**src/hdl/xpu_pkg.sv**
```systemverilog
/* TDMA timing block shared definitions: widths, register map,
   typedefs and the structs passed between the bank, timer, slices and gate */
package xpu_pkg;

    // one slice per transmit queue
    localparam int NUM_SLICE = 4;
    // 100 MHz clock, so 100 cycles per microsecond tick
    localparam int CLKS_PER_US = 100;
    localparam int PRESC_W = $clog2(CLKS_PER_US);

    // register port widths
    localparam int REG_ADDR_W = 6;
    localparam int REG_DATA_W = 32;

    // 802.11 TSF is 64 bits of microseconds
    localparam int TSF_W = 64;
    localparam int SLICE_CNT_W = 20;

    // slice index sits just above the count field
    localparam int SLICE_IDX_LSB = 20;
    localparam int SLICE_IDX_W = $clog2(NUM_SLICE);

    typedef logic [REG_ADDR_W-1:0] reg_addr_t;
    typedef logic [REG_DATA_W-1:0] reg_data_t;
    typedef logic [TSF_W-1:0] tsf_t;
    typedef logic [SLICE_CNT_W-1:0] slice_cnt_t;
    typedef logic [SLICE_IDX_W-1:0] slice_idx_t;
    typedef logic [PRESC_W-1:0] presc_cnt_t;

    // register map
    localparam reg_addr_t REG_CTRL = 6'd1;
    localparam reg_addr_t REG_TSF_LD_LO = 6'd2;
    localparam reg_addr_t REG_TSF_LD_HI = 6'd3;
    localparam reg_addr_t REG_SLICE_TOTAL = 6'd20;
    localparam reg_addr_t REG_SLICE_START = 6'd21;
    localparam reg_addr_t REG_SLICE_END = 6'd22;
    // four consecutive capture words
    localparam reg_addr_t REG_CAPT_BASE = 6'd40;
    localparam reg_addr_t REG_TSF_RD_LO = 6'd58;
    localparam reg_addr_t REG_TSF_RD_HI = 6'd59;

    // REG_CTRL layout, one byte per queue
    localparam int OVR_STRIDE = 8;
    localparam int OVR_VAL_BIT = 0;
    localparam int OVR_EN_BIT = 4;
    // msb of the high load word, rising edge loads the timer
    localparam int TSF_LD_TRIG_BIT = 31;

    // window of one slice, all in microseconds
    typedef struct packed {
        slice_cnt_t total;
        slice_cnt_t start;
        slice_cnt_t stop;
    } slice_cfg_t;

    // software override per queue
    typedef struct packed {
        logic [NUM_SLICE-1:0] en;
        logic [NUM_SLICE-1:0] val;
    } tx_override_t;

    // load request toward the timer
    typedef struct packed {
        logic strobe;
        tsf_t value;
    } tsf_load_t;

endpackage

```
**src/hdl/slice_tx_gate.sv**
```systemverilog
/* per-queue tx gate: override select, registered allowed
   and TSF capture at each window start */
`timescale 1ns/100ps

module slice_tx_gate (
    input  logic                                         clk,
    input  logic                                         rst_n_i,
    input  logic [xpu_pkg::NUM_SLICE-1:0]                slice_en_i,
    input  xpu_pkg::tx_override_t                        tx_override_i,
    input  xpu_pkg::tsf_t                                tsf_i,
    output logic [xpu_pkg::NUM_SLICE-1:0]                high_tx_allowed_o,
    output xpu_pkg::reg_data_t [xpu_pkg::NUM_SLICE-1:0]  capt_o
);

    logic [xpu_pkg::NUM_SLICE-1:0] allowed_q;
    logic [xpu_pkg::NUM_SLICE-1:0] en_d;
    logic [xpu_pkg::NUM_SLICE-1:0] rise_q;
    xpu_pkg::reg_data_t [xpu_pkg::NUM_SLICE-1:0] capt_q;

    always_ff @(posedge clk) begin
        if (!rst_n_i) begin
            allowed_q <= '0;
            en_d      <= '0;
            rise_q    <= '0;
        end else begin
            // override value where enabled, slice window elsewhere
            allowed_q <= (tx_override_i.en & tx_override_i.val) |
                         (~tx_override_i.en & slice_en_i);
            en_d      <= slice_en_i;
            // window start, one cycle wide
            rise_q    <= slice_en_i & ~en_d;
        end
    end

    // low TSF word latched per queue on window start
    always_ff @(posedge clk) begin
        if (!rst_n_i) begin
            capt_q <= '0;
        end else begin
            for (int i = 0; i < xpu_pkg::NUM_SLICE; i++) begin
                if (rise_q[i]) begin
                    capt_q[i] <= tsf_i[xpu_pkg::REG_DATA_W-1:0];
                end
            end
        end
    end

    assign high_tx_allowed_o = allowed_q;
    assign capt_o            = capt_q;

endmodule

```
**src/hdl/time_slice.sv**
```systemverilog
/* one TDMA slice: wrapping microsecond counter
   and its registered enable window */
`timescale 1ns/100ps

module time_slice (
    input  logic                clk,
    input  logic                rst_n_i,
    input  logic                tsf_pulse_1M_i,
    input  xpu_pkg::slice_cfg_t cfg_i,
    input  logic                restart_i,
    output logic                slice_en_o
);

    xpu_pkg::slice_cnt_t cnt_q;
    xpu_pkg::slice_cnt_t cnt_nxt;
    logic at_last;
    logic en_nxt;
    logic en_q;

    // end of period, also catches a total lowered below the count
    assign at_last = (cfg_i.total == '0) || (cnt_q >= cfg_i.total - 1'b1);

    // count advances on the tick, restart goes back to zero
    always_comb begin
        cnt_nxt = cnt_q;
        if (restart_i) begin
            cnt_nxt = '0;
        end else if (tsf_pulse_1M_i) begin
            cnt_nxt = at_last ? '0 : cnt_q + 1'b1;
        end
    end

    // window is start <= count < end
    // zero total means slice off
    assign en_nxt = (cfg_i.total != '0) &&
                    (cnt_nxt >= cfg_i.start) &&
                    (cnt_nxt < cfg_i.stop);

    // enable moves with the count, one cycle after the tick
    always_ff @(posedge clk) begin
        if (!rst_n_i) begin
            cnt_q <= '0;
            en_q  <= 1'b0;
        end else begin
            cnt_q <= cnt_nxt;
            en_q  <= en_nxt;
        end
    end

    assign slice_en_o = en_q;

endmodule

```
**src/hdl/tsf_timer.sv**
```systemverilog
/* 64-bit microsecond TSF timer with prescaler,
   1 MHz tick and load from the register bank */
`timescale 1ns/100ps

module tsf_timer (
    input  logic               clk,
    input  logic               rst_n_i,
    input  xpu_pkg::tsf_load_t tsf_load_i,
    output xpu_pkg::tsf_t      tsf_o,
    output logic               tsf_pulse_1M_o
);

    xpu_pkg::presc_cnt_t presc_q;
    logic presc_wrap;
    logic pulse_q;
    xpu_pkg::tsf_t tsf_q;

    // last cycle of each microsecond
    assign presc_wrap = (presc_q == xpu_pkg::presc_cnt_t'(xpu_pkg::CLKS_PER_US - 1));

    // free running prescaler, pulse is one cycle wide
    always_ff @(posedge clk) begin
        if (!rst_n_i) begin
            presc_q <= '0;
            pulse_q <= 1'b0;
        end else begin
            presc_q <= presc_wrap ? '0 : presc_q + 1'b1;
            pulse_q <= presc_wrap;
        end
    end

    // load wins over the tick
    always_ff @(posedge clk) begin
        if (!rst_n_i) begin
            tsf_q <= '0;
        end else if (tsf_load_i.strobe) begin
            tsf_q <= tsf_load_i.value;
        end else if (pulse_q) begin
            tsf_q <= tsf_q + 1'b1;
        end
    end

    assign tsf_o          = tsf_q;
    assign tsf_pulse_1M_o = pulse_q;

endmodule

```
**src/hdl/xpu_reg_bank.sv**
```systemverilog
/* register bank: write decode, slice config routing, override bits,
   TSF load edge detect and the registered readback mux */
`timescale 1ns/100ps

module xpu_reg_bank (
    input  logic                                          clk,
    input  logic                                          rst_n_i,
    input  logic                                          reg_wr_en_i,
    input  xpu_pkg::reg_addr_t                            reg_addr_i,
    input  xpu_pkg::reg_data_t                            reg_wdata_i,
    input  logic                                          rd_en_i,
    input  xpu_pkg::reg_addr_t                            rd_addr_i,
    input  xpu_pkg::tsf_t                                 tsf_i,
    input  xpu_pkg::reg_data_t [xpu_pkg::NUM_SLICE-1:0]   capt_i,
    output xpu_pkg::tsf_load_t                            tsf_load_o,
    output xpu_pkg::slice_cfg_t [xpu_pkg::NUM_SLICE-1:0]  slice_cfg_o,
    output logic                                          slice_restart_o,
    output xpu_pkg::tx_override_t                         tx_override_o,
    output xpu_pkg::reg_data_t                            rd_data_o,
    output logic                                          rd_valid_o
);

    xpu_pkg::reg_data_t ctrl_q;
    xpu_pkg::reg_data_t tsf_ld_lo_q;
    xpu_pkg::reg_data_t tsf_ld_hi_q;
    // last written words of the slice registers
    xpu_pkg::reg_data_t slice_total_q;
    xpu_pkg::reg_data_t slice_start_q;
    xpu_pkg::reg_data_t slice_stop_q;
    xpu_pkg::slice_cfg_t [xpu_pkg::NUM_SLICE-1:0] cfg_q;

    logic ld_trig_d;
    logic ld_strobe_q;
    logic restart_q;
    logic slice_wr;
    xpu_pkg::slice_idx_t wr_idx;
    xpu_pkg::slice_cnt_t wr_cnt;

    xpu_pkg::reg_data_t rd_mux;
    xpu_pkg::reg_data_t rd_data_q;
    logic rd_valid_q;

    // index and count fields of a slice write
    assign wr_idx = reg_wdata_i[xpu_pkg::SLICE_IDX_LSB +: xpu_pkg::SLICE_IDX_W];
    assign wr_cnt = reg_wdata_i[xpu_pkg::SLICE_CNT_W-1:0];
    assign slice_wr = reg_wr_en_i && ((reg_addr_i == xpu_pkg::REG_SLICE_TOTAL) ||
                                      (reg_addr_i == xpu_pkg::REG_SLICE_START) ||
                                      (reg_addr_i == xpu_pkg::REG_SLICE_END));

    // register writes, one per strobe
    always_ff @(posedge clk) begin
        if (!rst_n_i) begin
            ctrl_q        <= '0;
            tsf_ld_lo_q   <= '0;
            tsf_ld_hi_q   <= '0;
            slice_total_q <= '0;
            slice_start_q <= '0;
            slice_stop_q  <= '0;
            cfg_q         <= '0;
        end else if (reg_wr_en_i) begin
            case (reg_addr_i)
                xpu_pkg::REG_CTRL: ctrl_q <= reg_wdata_i;
                xpu_pkg::REG_TSF_LD_LO: tsf_ld_lo_q <= reg_wdata_i;
                xpu_pkg::REG_TSF_LD_HI: tsf_ld_hi_q <= reg_wdata_i;
                xpu_pkg::REG_SLICE_TOTAL: begin
                    slice_total_q <= reg_wdata_i;
                    cfg_q[wr_idx].total <= wr_cnt;
                end
                xpu_pkg::REG_SLICE_START: begin
                    slice_start_q <= reg_wdata_i;
                    cfg_q[wr_idx].start <= wr_cnt;
                end
                xpu_pkg::REG_SLICE_END: begin
                    slice_stop_q <= reg_wdata_i;
                    cfg_q[wr_idx].stop <= wr_cnt;
                end
                default: ;
            endcase
        end
    end

    // load trigger edge and slice restart pulse
    always_ff @(posedge clk) begin
        if (!rst_n_i) begin
            ld_trig_d   <= 1'b0;
            ld_strobe_q <= 1'b0;
            restart_q   <= 1'b0;
        end else begin
            ld_trig_d   <= tsf_ld_hi_q[xpu_pkg::TSF_LD_TRIG_BIT];
            // one cycle on 0 -> 1 of the trigger bit
            ld_strobe_q <= tsf_ld_hi_q[xpu_pkg::TSF_LD_TRIG_BIT] & ~ld_trig_d;
            restart_q   <= slice_wr;
        end
    end

    // byte i of ctrl holds enable and value of queue i
    always_comb begin
        for (int i = 0; i < xpu_pkg::NUM_SLICE; i++) begin
            tx_override_o.en[i]  = ctrl_q[i*xpu_pkg::OVR_STRIDE + xpu_pkg::OVR_EN_BIT];
            tx_override_o.val[i] = ctrl_q[i*xpu_pkg::OVR_STRIDE + xpu_pkg::OVR_VAL_BIT];
        end
    end

    // readback select, unmapped reads zero
    always_comb begin
        case (rd_addr_i)
            xpu_pkg::REG_CTRL: rd_mux = ctrl_q;
            xpu_pkg::REG_TSF_LD_LO: rd_mux = tsf_ld_lo_q;
            xpu_pkg::REG_TSF_LD_HI: rd_mux = tsf_ld_hi_q;
            xpu_pkg::REG_SLICE_TOTAL: rd_mux = slice_total_q;
            xpu_pkg::REG_SLICE_START: rd_mux = slice_start_q;
            xpu_pkg::REG_SLICE_END: rd_mux = slice_stop_q;
            xpu_pkg::REG_TSF_RD_LO: rd_mux = tsf_i[xpu_pkg::REG_DATA_W-1:0];
            xpu_pkg::REG_TSF_RD_HI: rd_mux = tsf_i[xpu_pkg::TSF_W-1:xpu_pkg::REG_DATA_W];
            default: rd_mux = '0;
        endcase
        // capture words follow the base address
        for (int i = 0; i < xpu_pkg::NUM_SLICE; i++) begin
            if (rd_addr_i == xpu_pkg::REG_CAPT_BASE + xpu_pkg::reg_addr_t'(i)) begin
                rd_mux = capt_i[i];
            end
        end
    end

    // read data and valid one cycle after the strobe
    always_ff @(posedge clk) begin
        if (!rst_n_i) begin
            rd_valid_q <= 1'b0;
        end else begin
            rd_valid_q <= rd_en_i;
        end
    end

    always_ff @(posedge clk) begin
        if (rd_en_i) begin
            rd_data_q <= rd_mux;
        end
    end

    assign tsf_load_o.strobe = ld_strobe_q;
    assign tsf_load_o.value  = {tsf_ld_hi_q, tsf_ld_lo_q};
    assign slice_cfg_o       = cfg_q;
    assign slice_restart_o   = restart_q;
    assign rd_data_o         = rd_data_q;
    assign rd_valid_o        = rd_valid_q;

endmodule

```
**src/hdl/xpu_tdma.sv**
```systemverilog
/* TDMA timing top: register bank, TSF timer,
   one time slice per queue and the tx gate */
`timescale 1ns/100ps

module xpu_tdma (
    input  logic                          clk,
    input  logic                          rst_n_i,
    // register write port
    input  logic                          reg_wr_en_i,
    input  xpu_pkg::reg_addr_t            reg_addr_i,
    input  xpu_pkg::reg_data_t            reg_wdata_i,
    // register read port
    input  logic                          rd_en_i,
    input  xpu_pkg::reg_addr_t            rd_addr_i,
    output xpu_pkg::reg_data_t            rd_data_o,
    output logic                          rd_valid_o,
    // timing outputs
    output xpu_pkg::tsf_t                 tsf_runtime_val_o,
    output logic                          tsf_pulse_1M_o,
    output logic [xpu_pkg::NUM_SLICE-1:0] high_tx_allowed_o
);

    xpu_pkg::tsf_load_t tsf_load;
    xpu_pkg::slice_cfg_t [xpu_pkg::NUM_SLICE-1:0] slice_cfg;
    logic slice_restart;
    xpu_pkg::tx_override_t tx_override;
    xpu_pkg::tsf_t tsf;
    logic tsf_pulse;
    logic [xpu_pkg::NUM_SLICE-1:0] slice_en;
    xpu_pkg::reg_data_t [xpu_pkg::NUM_SLICE-1:0] capt;

    xpu_reg_bank u_reg_bank (
        .clk            (clk),
        .rst_n_i        (rst_n_i),
        .reg_wr_en_i    (reg_wr_en_i),
        .reg_addr_i     (reg_addr_i),
        .reg_wdata_i    (reg_wdata_i),
        .rd_en_i        (rd_en_i),
        .rd_addr_i      (rd_addr_i),
        .tsf_i          (tsf),
        .capt_i         (capt),
        .tsf_load_o     (tsf_load),
        .slice_cfg_o    (slice_cfg),
        .slice_restart_o(slice_restart),
        .tx_override_o  (tx_override),
        .rd_data_o      (rd_data_o),
        .rd_valid_o     (rd_valid_o)
    );

    tsf_timer u_tsf_timer (
        .clk           (clk),
        .rst_n_i       (rst_n_i),
        .tsf_load_i    (tsf_load),
        .tsf_o         (tsf),
        .tsf_pulse_1M_o(tsf_pulse)
    );

    // one slice per queue, all restarted together
    for (genvar i = 0; i < xpu_pkg::NUM_SLICE; i++) begin : g_slice
        time_slice u_time_slice (
            .clk           (clk),
            .rst_n_i       (rst_n_i),
            .tsf_pulse_1M_i(tsf_pulse),
            .cfg_i         (slice_cfg[i]),
            .restart_i     (slice_restart),
            .slice_en_o    (slice_en[i])
        );
    end

    slice_tx_gate u_slice_tx_gate (
        .clk              (clk),
        .rst_n_i          (rst_n_i),
        .slice_en_i       (slice_en),
        .tx_override_i    (tx_override),
        .tsf_i            (tsf),
        .high_tx_allowed_o(high_tx_allowed_o),
        .capt_o           (capt)
    );

    assign tsf_runtime_val_o = tsf;
    assign tsf_pulse_1M_o    = tsf_pulse;

endmodule

```
**config.mk**
```make
export PLATFORM = sky130hd
export DESIGN_NAME = xpu_tdma
export DESIGN_NICKNAME = d
export VERILOG_FILES = /design/src/hdl/xpu_pkg.sv /design/src/hdl/slice_tx_gate.sv /design/src/hdl/time_slice.sv /design/src/hdl/tsf_timer.sv /design/src/hdl/xpu_reg_bank.sv /design/src/hdl/xpu_tdma.sv
export SDC_FILE = /design/constraint.sdc
export NUM_CORES = 2
export LEC_CHECK = 0
export ABC_AREA = 1
export BUFFER_PORTS_ARGS = -buffer_cell sky130_fd_sc_hd__buf_2
export CAP_MARGIN = 30
export CORE_MARGIN = 4
export CORE_UTILIZATION = 30
export CTS_CLUSTER_SIZE = 16
export DETAILED_ROUTE_END_ITERATION = 10
export GPL_TIMING_DRIVEN = 0
export PLACE_DENSITY_LB_ADDON = 0.15
export SETUP_SLACK_MARGIN = 0.5
export SLEW_MARGIN = 25
export SYNTH_ARGS = -nofsm -noshare
export SYNTH_HDL_FRONTEND = slang
export SYNTH_SLANG_ARGS = --single-unit
```
**constraint.sdc**
```tcl
create_clock -name clk -period 4.8 [get_ports clk]
set_input_delay 0.96 -clock clk [delete_from_list [all_inputs] [get_ports clk]]
set_output_delay 0.96 -clock clk [all_outputs]
set_load 0.01 [all_outputs]
```
==> out/qor.yml <==
logic_synthesis:
  syn_avg_cell_area_um2: 7.47
  post_synth_top_area_share: 0.379
  summed_instance_area_of_the_synthesized_netlist_um2: 38700
  synthesized_net_count: 5472
  ys_ff_latch: 764
  share_of_the_yosys_chip_area_belonging_to_registers: 0.404
  synth.area.top_cells: "sky130_fd_sc_hd__dfxtp_1 (38%), sky130_fd_sc_hd__ha_1 (8.0%), sky130_fd_sc_hd__a21oi_1 (7.8%)"
  synth_common_cells: "sky130_fd_sc_hd__nand2_1 (772), sky130_fd_sc_hd__dfxtp_1 (732), sky130_fd_sc_hd__a21oi_1 (601)"
  synthesis.instances: 5178
  number_of_synthesized_flops_with_an_enable_pin: 32
  post-synth-top-count-cell: "sky130_fd_sc_hd__nand2_1"
  ys_async_sr_fraction: 0
  yosys_warning_count: 0
  synth_top_area_cell: "sky130_fd_sc_hd__dfxtp_1"
  netlist-cell-type-count: 56
  ys.flop_type: "sky130_fd_sc_hd__dfxtp_1"
cts:
  clock_path_buffers: 3
  tritoncts: "yes"
  cts.clk_slew.worst_paths_ns: 0.06
  worstSkewPairLatency_ns: 0.71
  h-tree-depth: 3
  cts_num_sinks: 764
  ctsHoldBuffers: 0
  numCtsBuffers: 91
  ctsRootBufferMaster: "sky130_fd_sc_hd__clkbuf_16"
detailed_routing:
  post_drt_wl_per_cell_um: 23.3
  totalWireLength_um: 170000
  detail_route.drc_violations: 0
  detail_route.vias_per_cell: 5.28
  dr_total_vias: 38500
  drtIter0Drc: 3950
  number_of_nets_still_failing_antenna_checks_after_routing: 0
  drtPass1Iterations: 6
power:
  swShare: 0.246
  combPwrFrac: 0.042
  powerDensity_nw_per_um2: 304
  internal_w: 0.0108
  vdd_ir_drop_max_uv: 267
  power_switching_w: 0.00353
  p_seq_frac: 0.448
  cellLeakagePower_nw: 19.3
  pwr-share-clk: 0.510
placement:
  gp_routability_congestion: 1.00
  dpl-instance-area_um2: 41600
  worst_slack_after_detailed_placement_ns: -1.01
  final_hpwl_from_detailed_placement_um: 129000
  placement.io_buffers: 147
sta:
  tightestPinTransition_ns: 1.02
  setup-violations-final: 0
  clock.fmax_mhz: 218
  final.period_utilization: 0.954
  postLayoutSetupSlackWorst_ns: 0.220
  finalMaxSlewViolations: 0
  finalHoldViolCount: 0
  min_period_ns: 4.58
  worst_slew_margin_relative_to_its_limit: 0.318
  timing.clock.skew_ns: 0.0412
  grt_setup_unrepaired: "yes"
global_routing:
  maximum_number_of_pins_on_one_net_before_global_route_repair: 34
  grt_antenna_before_repair: 10
  groute.usage.overall: 0.241
  grt_first_pass_wirelength_um: 242000
  grt-ovfl-total: 0
  grt_pass1_vias: 35300
job:
  drv.max_cap_violation_count: 0
cells_and_area:
  design_area_um2: 47200
  area_delta_synth_final_pct: 22.1
  drive_gt1_frac: 0.145
  nets: 5843
run_status:
  run_status: "complete, no violations"
worst_hold_path:
  hold_class: "reg2reg"
  worst_hold_startpoint: "u_slice_tx_gate.en_d[1]$_SDFF_PN0_"
floorplanning:
  start_util: 0.302
  fp.dieH_um: 367
  fp.coreArea_um2: 128000
  design.die.area_um2: 135000
  io_pins: 150
  die_width_um: 367
  placement_rows: 131
critical_path:
  criticalPathCategory: "reg2reg"
  crit_path_top_delay_cell: "sky130_fd_sc_hd__dfxtp_4"
  critical_path.endpoint_type: "register"
  timing.critical_path.fanout_max: 5
  crit_path_frequent_cell: "sky130_fd_sc_hd__buf_4"
  required_ns: 5.38
  startpoint_type: "register"
  worst_ep_arrival_time_ns: 5.16
  cpPeakStageDelay_ns: 0.36
[kinds of logic (layout without fill, tap and decap cells)]
group | after synthesis | in the layout | share of synthesized area
DFF | 764 | 764 | 0.404
other | 0 | 4 | 0
adders and majority gates | 246 | 246 | 0.0796
AOI/OAI and AO/OA | 1422 | 1422 | 0.203
and+or+nand+nor | 1705 | 1705 | 0.191
xor gates and xnor gates | 157 | 157 | 0.0356
buffers and inverters | 884 | 1329 | 0.0876
[worst max-delay path, delay by kind of cell, from the launching register on]
kind | cells | cell delay [ns]
buffers and inverters | 12 | 1.21
AND/OR/NAND/NOR | 18 | 1.70
AO/OA/AOI/OAI | 2 | 0.45
adder cells (fa/ha/maj) | 3 | 0.71
flip-flops | 1 | 0.36
[path summary, 6_finish.rpt]
| check | to | slack [ns] | depth (start not counted) |
|---|---|---|---|
| min reg2reg | u_slice_tx_gate.rise_q[1]$_SDFF_PN0_ | 0.39 | 1 |
| max | g_slice[1].u_time_slice.slice_en_o$_SDFF_PN0_ | 0.22 | 35 |
| min | u_slice_tx_gate.rise_q[1]$_SDFF_PN0_ | 0.39 | 1 |
| max reg2reg | g_slice[1].u_time_slice.slice_en_o$_SDFF_PN0_ | 0.22 | 35 |
[what timing repair did]
action,4_1_cts,5_1_grt
setup endpoints to repair,4,4
gates cloned,5,0
gates resized for setup,192,209
buffers inserted,95,22
pin swaps,75,126
[metrics by stage]
stage | TNS (ns) | util | total power, W | hold slack (ns) | std cells
2_1_floorplan | 0 | - | 0.00680 | 0.368 | 5178
3_3_place_gp | -2.89 | 0.324 | 0.00711 | 0.370 | 6987
3_5_place_dp | -2.83 | 0.325 | 0.00712 | 0.372 | 6994
4_1_cts | 0 | 0.361 | 0.0144 | 0.385 | 7261
5_1_grt | -0.0000115 | 0.369 | 0.0148 | 0.400 | 7285
6_report | 0 | 0.369 | 0.0144 | 0.385 | 7289
[power by group through the flow]
stage	clock network (W)	registers, W	logic, W
finish	0.00733	0.00643	0.000606
CTS	0.00743	0.00643	0.000575
global placement	0	0.00657	0.000542
detailed placement	0	0.00657	0.000548
floorplan	0	0.00657	0.000229
global route	0.00769	0.00643	0.000633
[per-layer routing]
metal / track usage / share of wire / vias to the layer above
li1: - / - / 18300
met3: 0.0463 / 0.080 / 272
met1: 0.336 / 0.45 / 18400
met4: 0.0840 / 0.037 / 6
met5: 0 / 0.00024 / -
met2: 0.370 / 0.43 / 1514
[area by class of cell]
cell class / instances / area, µm²
fill: 13500 / 80600
multi-input combinational: 3530 / 21000
sequential: 764 / 15600
clock buffer: 123 / 2590
inverter: 619 / 2330
tap: 1662 / 2080
timing repair buffer: 278 / 1870
buffer: 265 / 1180
clock inverter: 44 / 507
antenna: 4 / 10.0
[layout by cell type (no fill, tap or decap), drive strengths merged, types with 145 or more instances in the layout]
cell,Yosys,final
nand2,775,775
buf,40,318
ha,246,246
nor3,169,169
o21ai,581,581
dfxtp,732,732
inv,602,609
nor2,476,476
xor2,145,145
clkbuf,225,348
a21oi,601,601
Power figures use the tool's default switching activity.
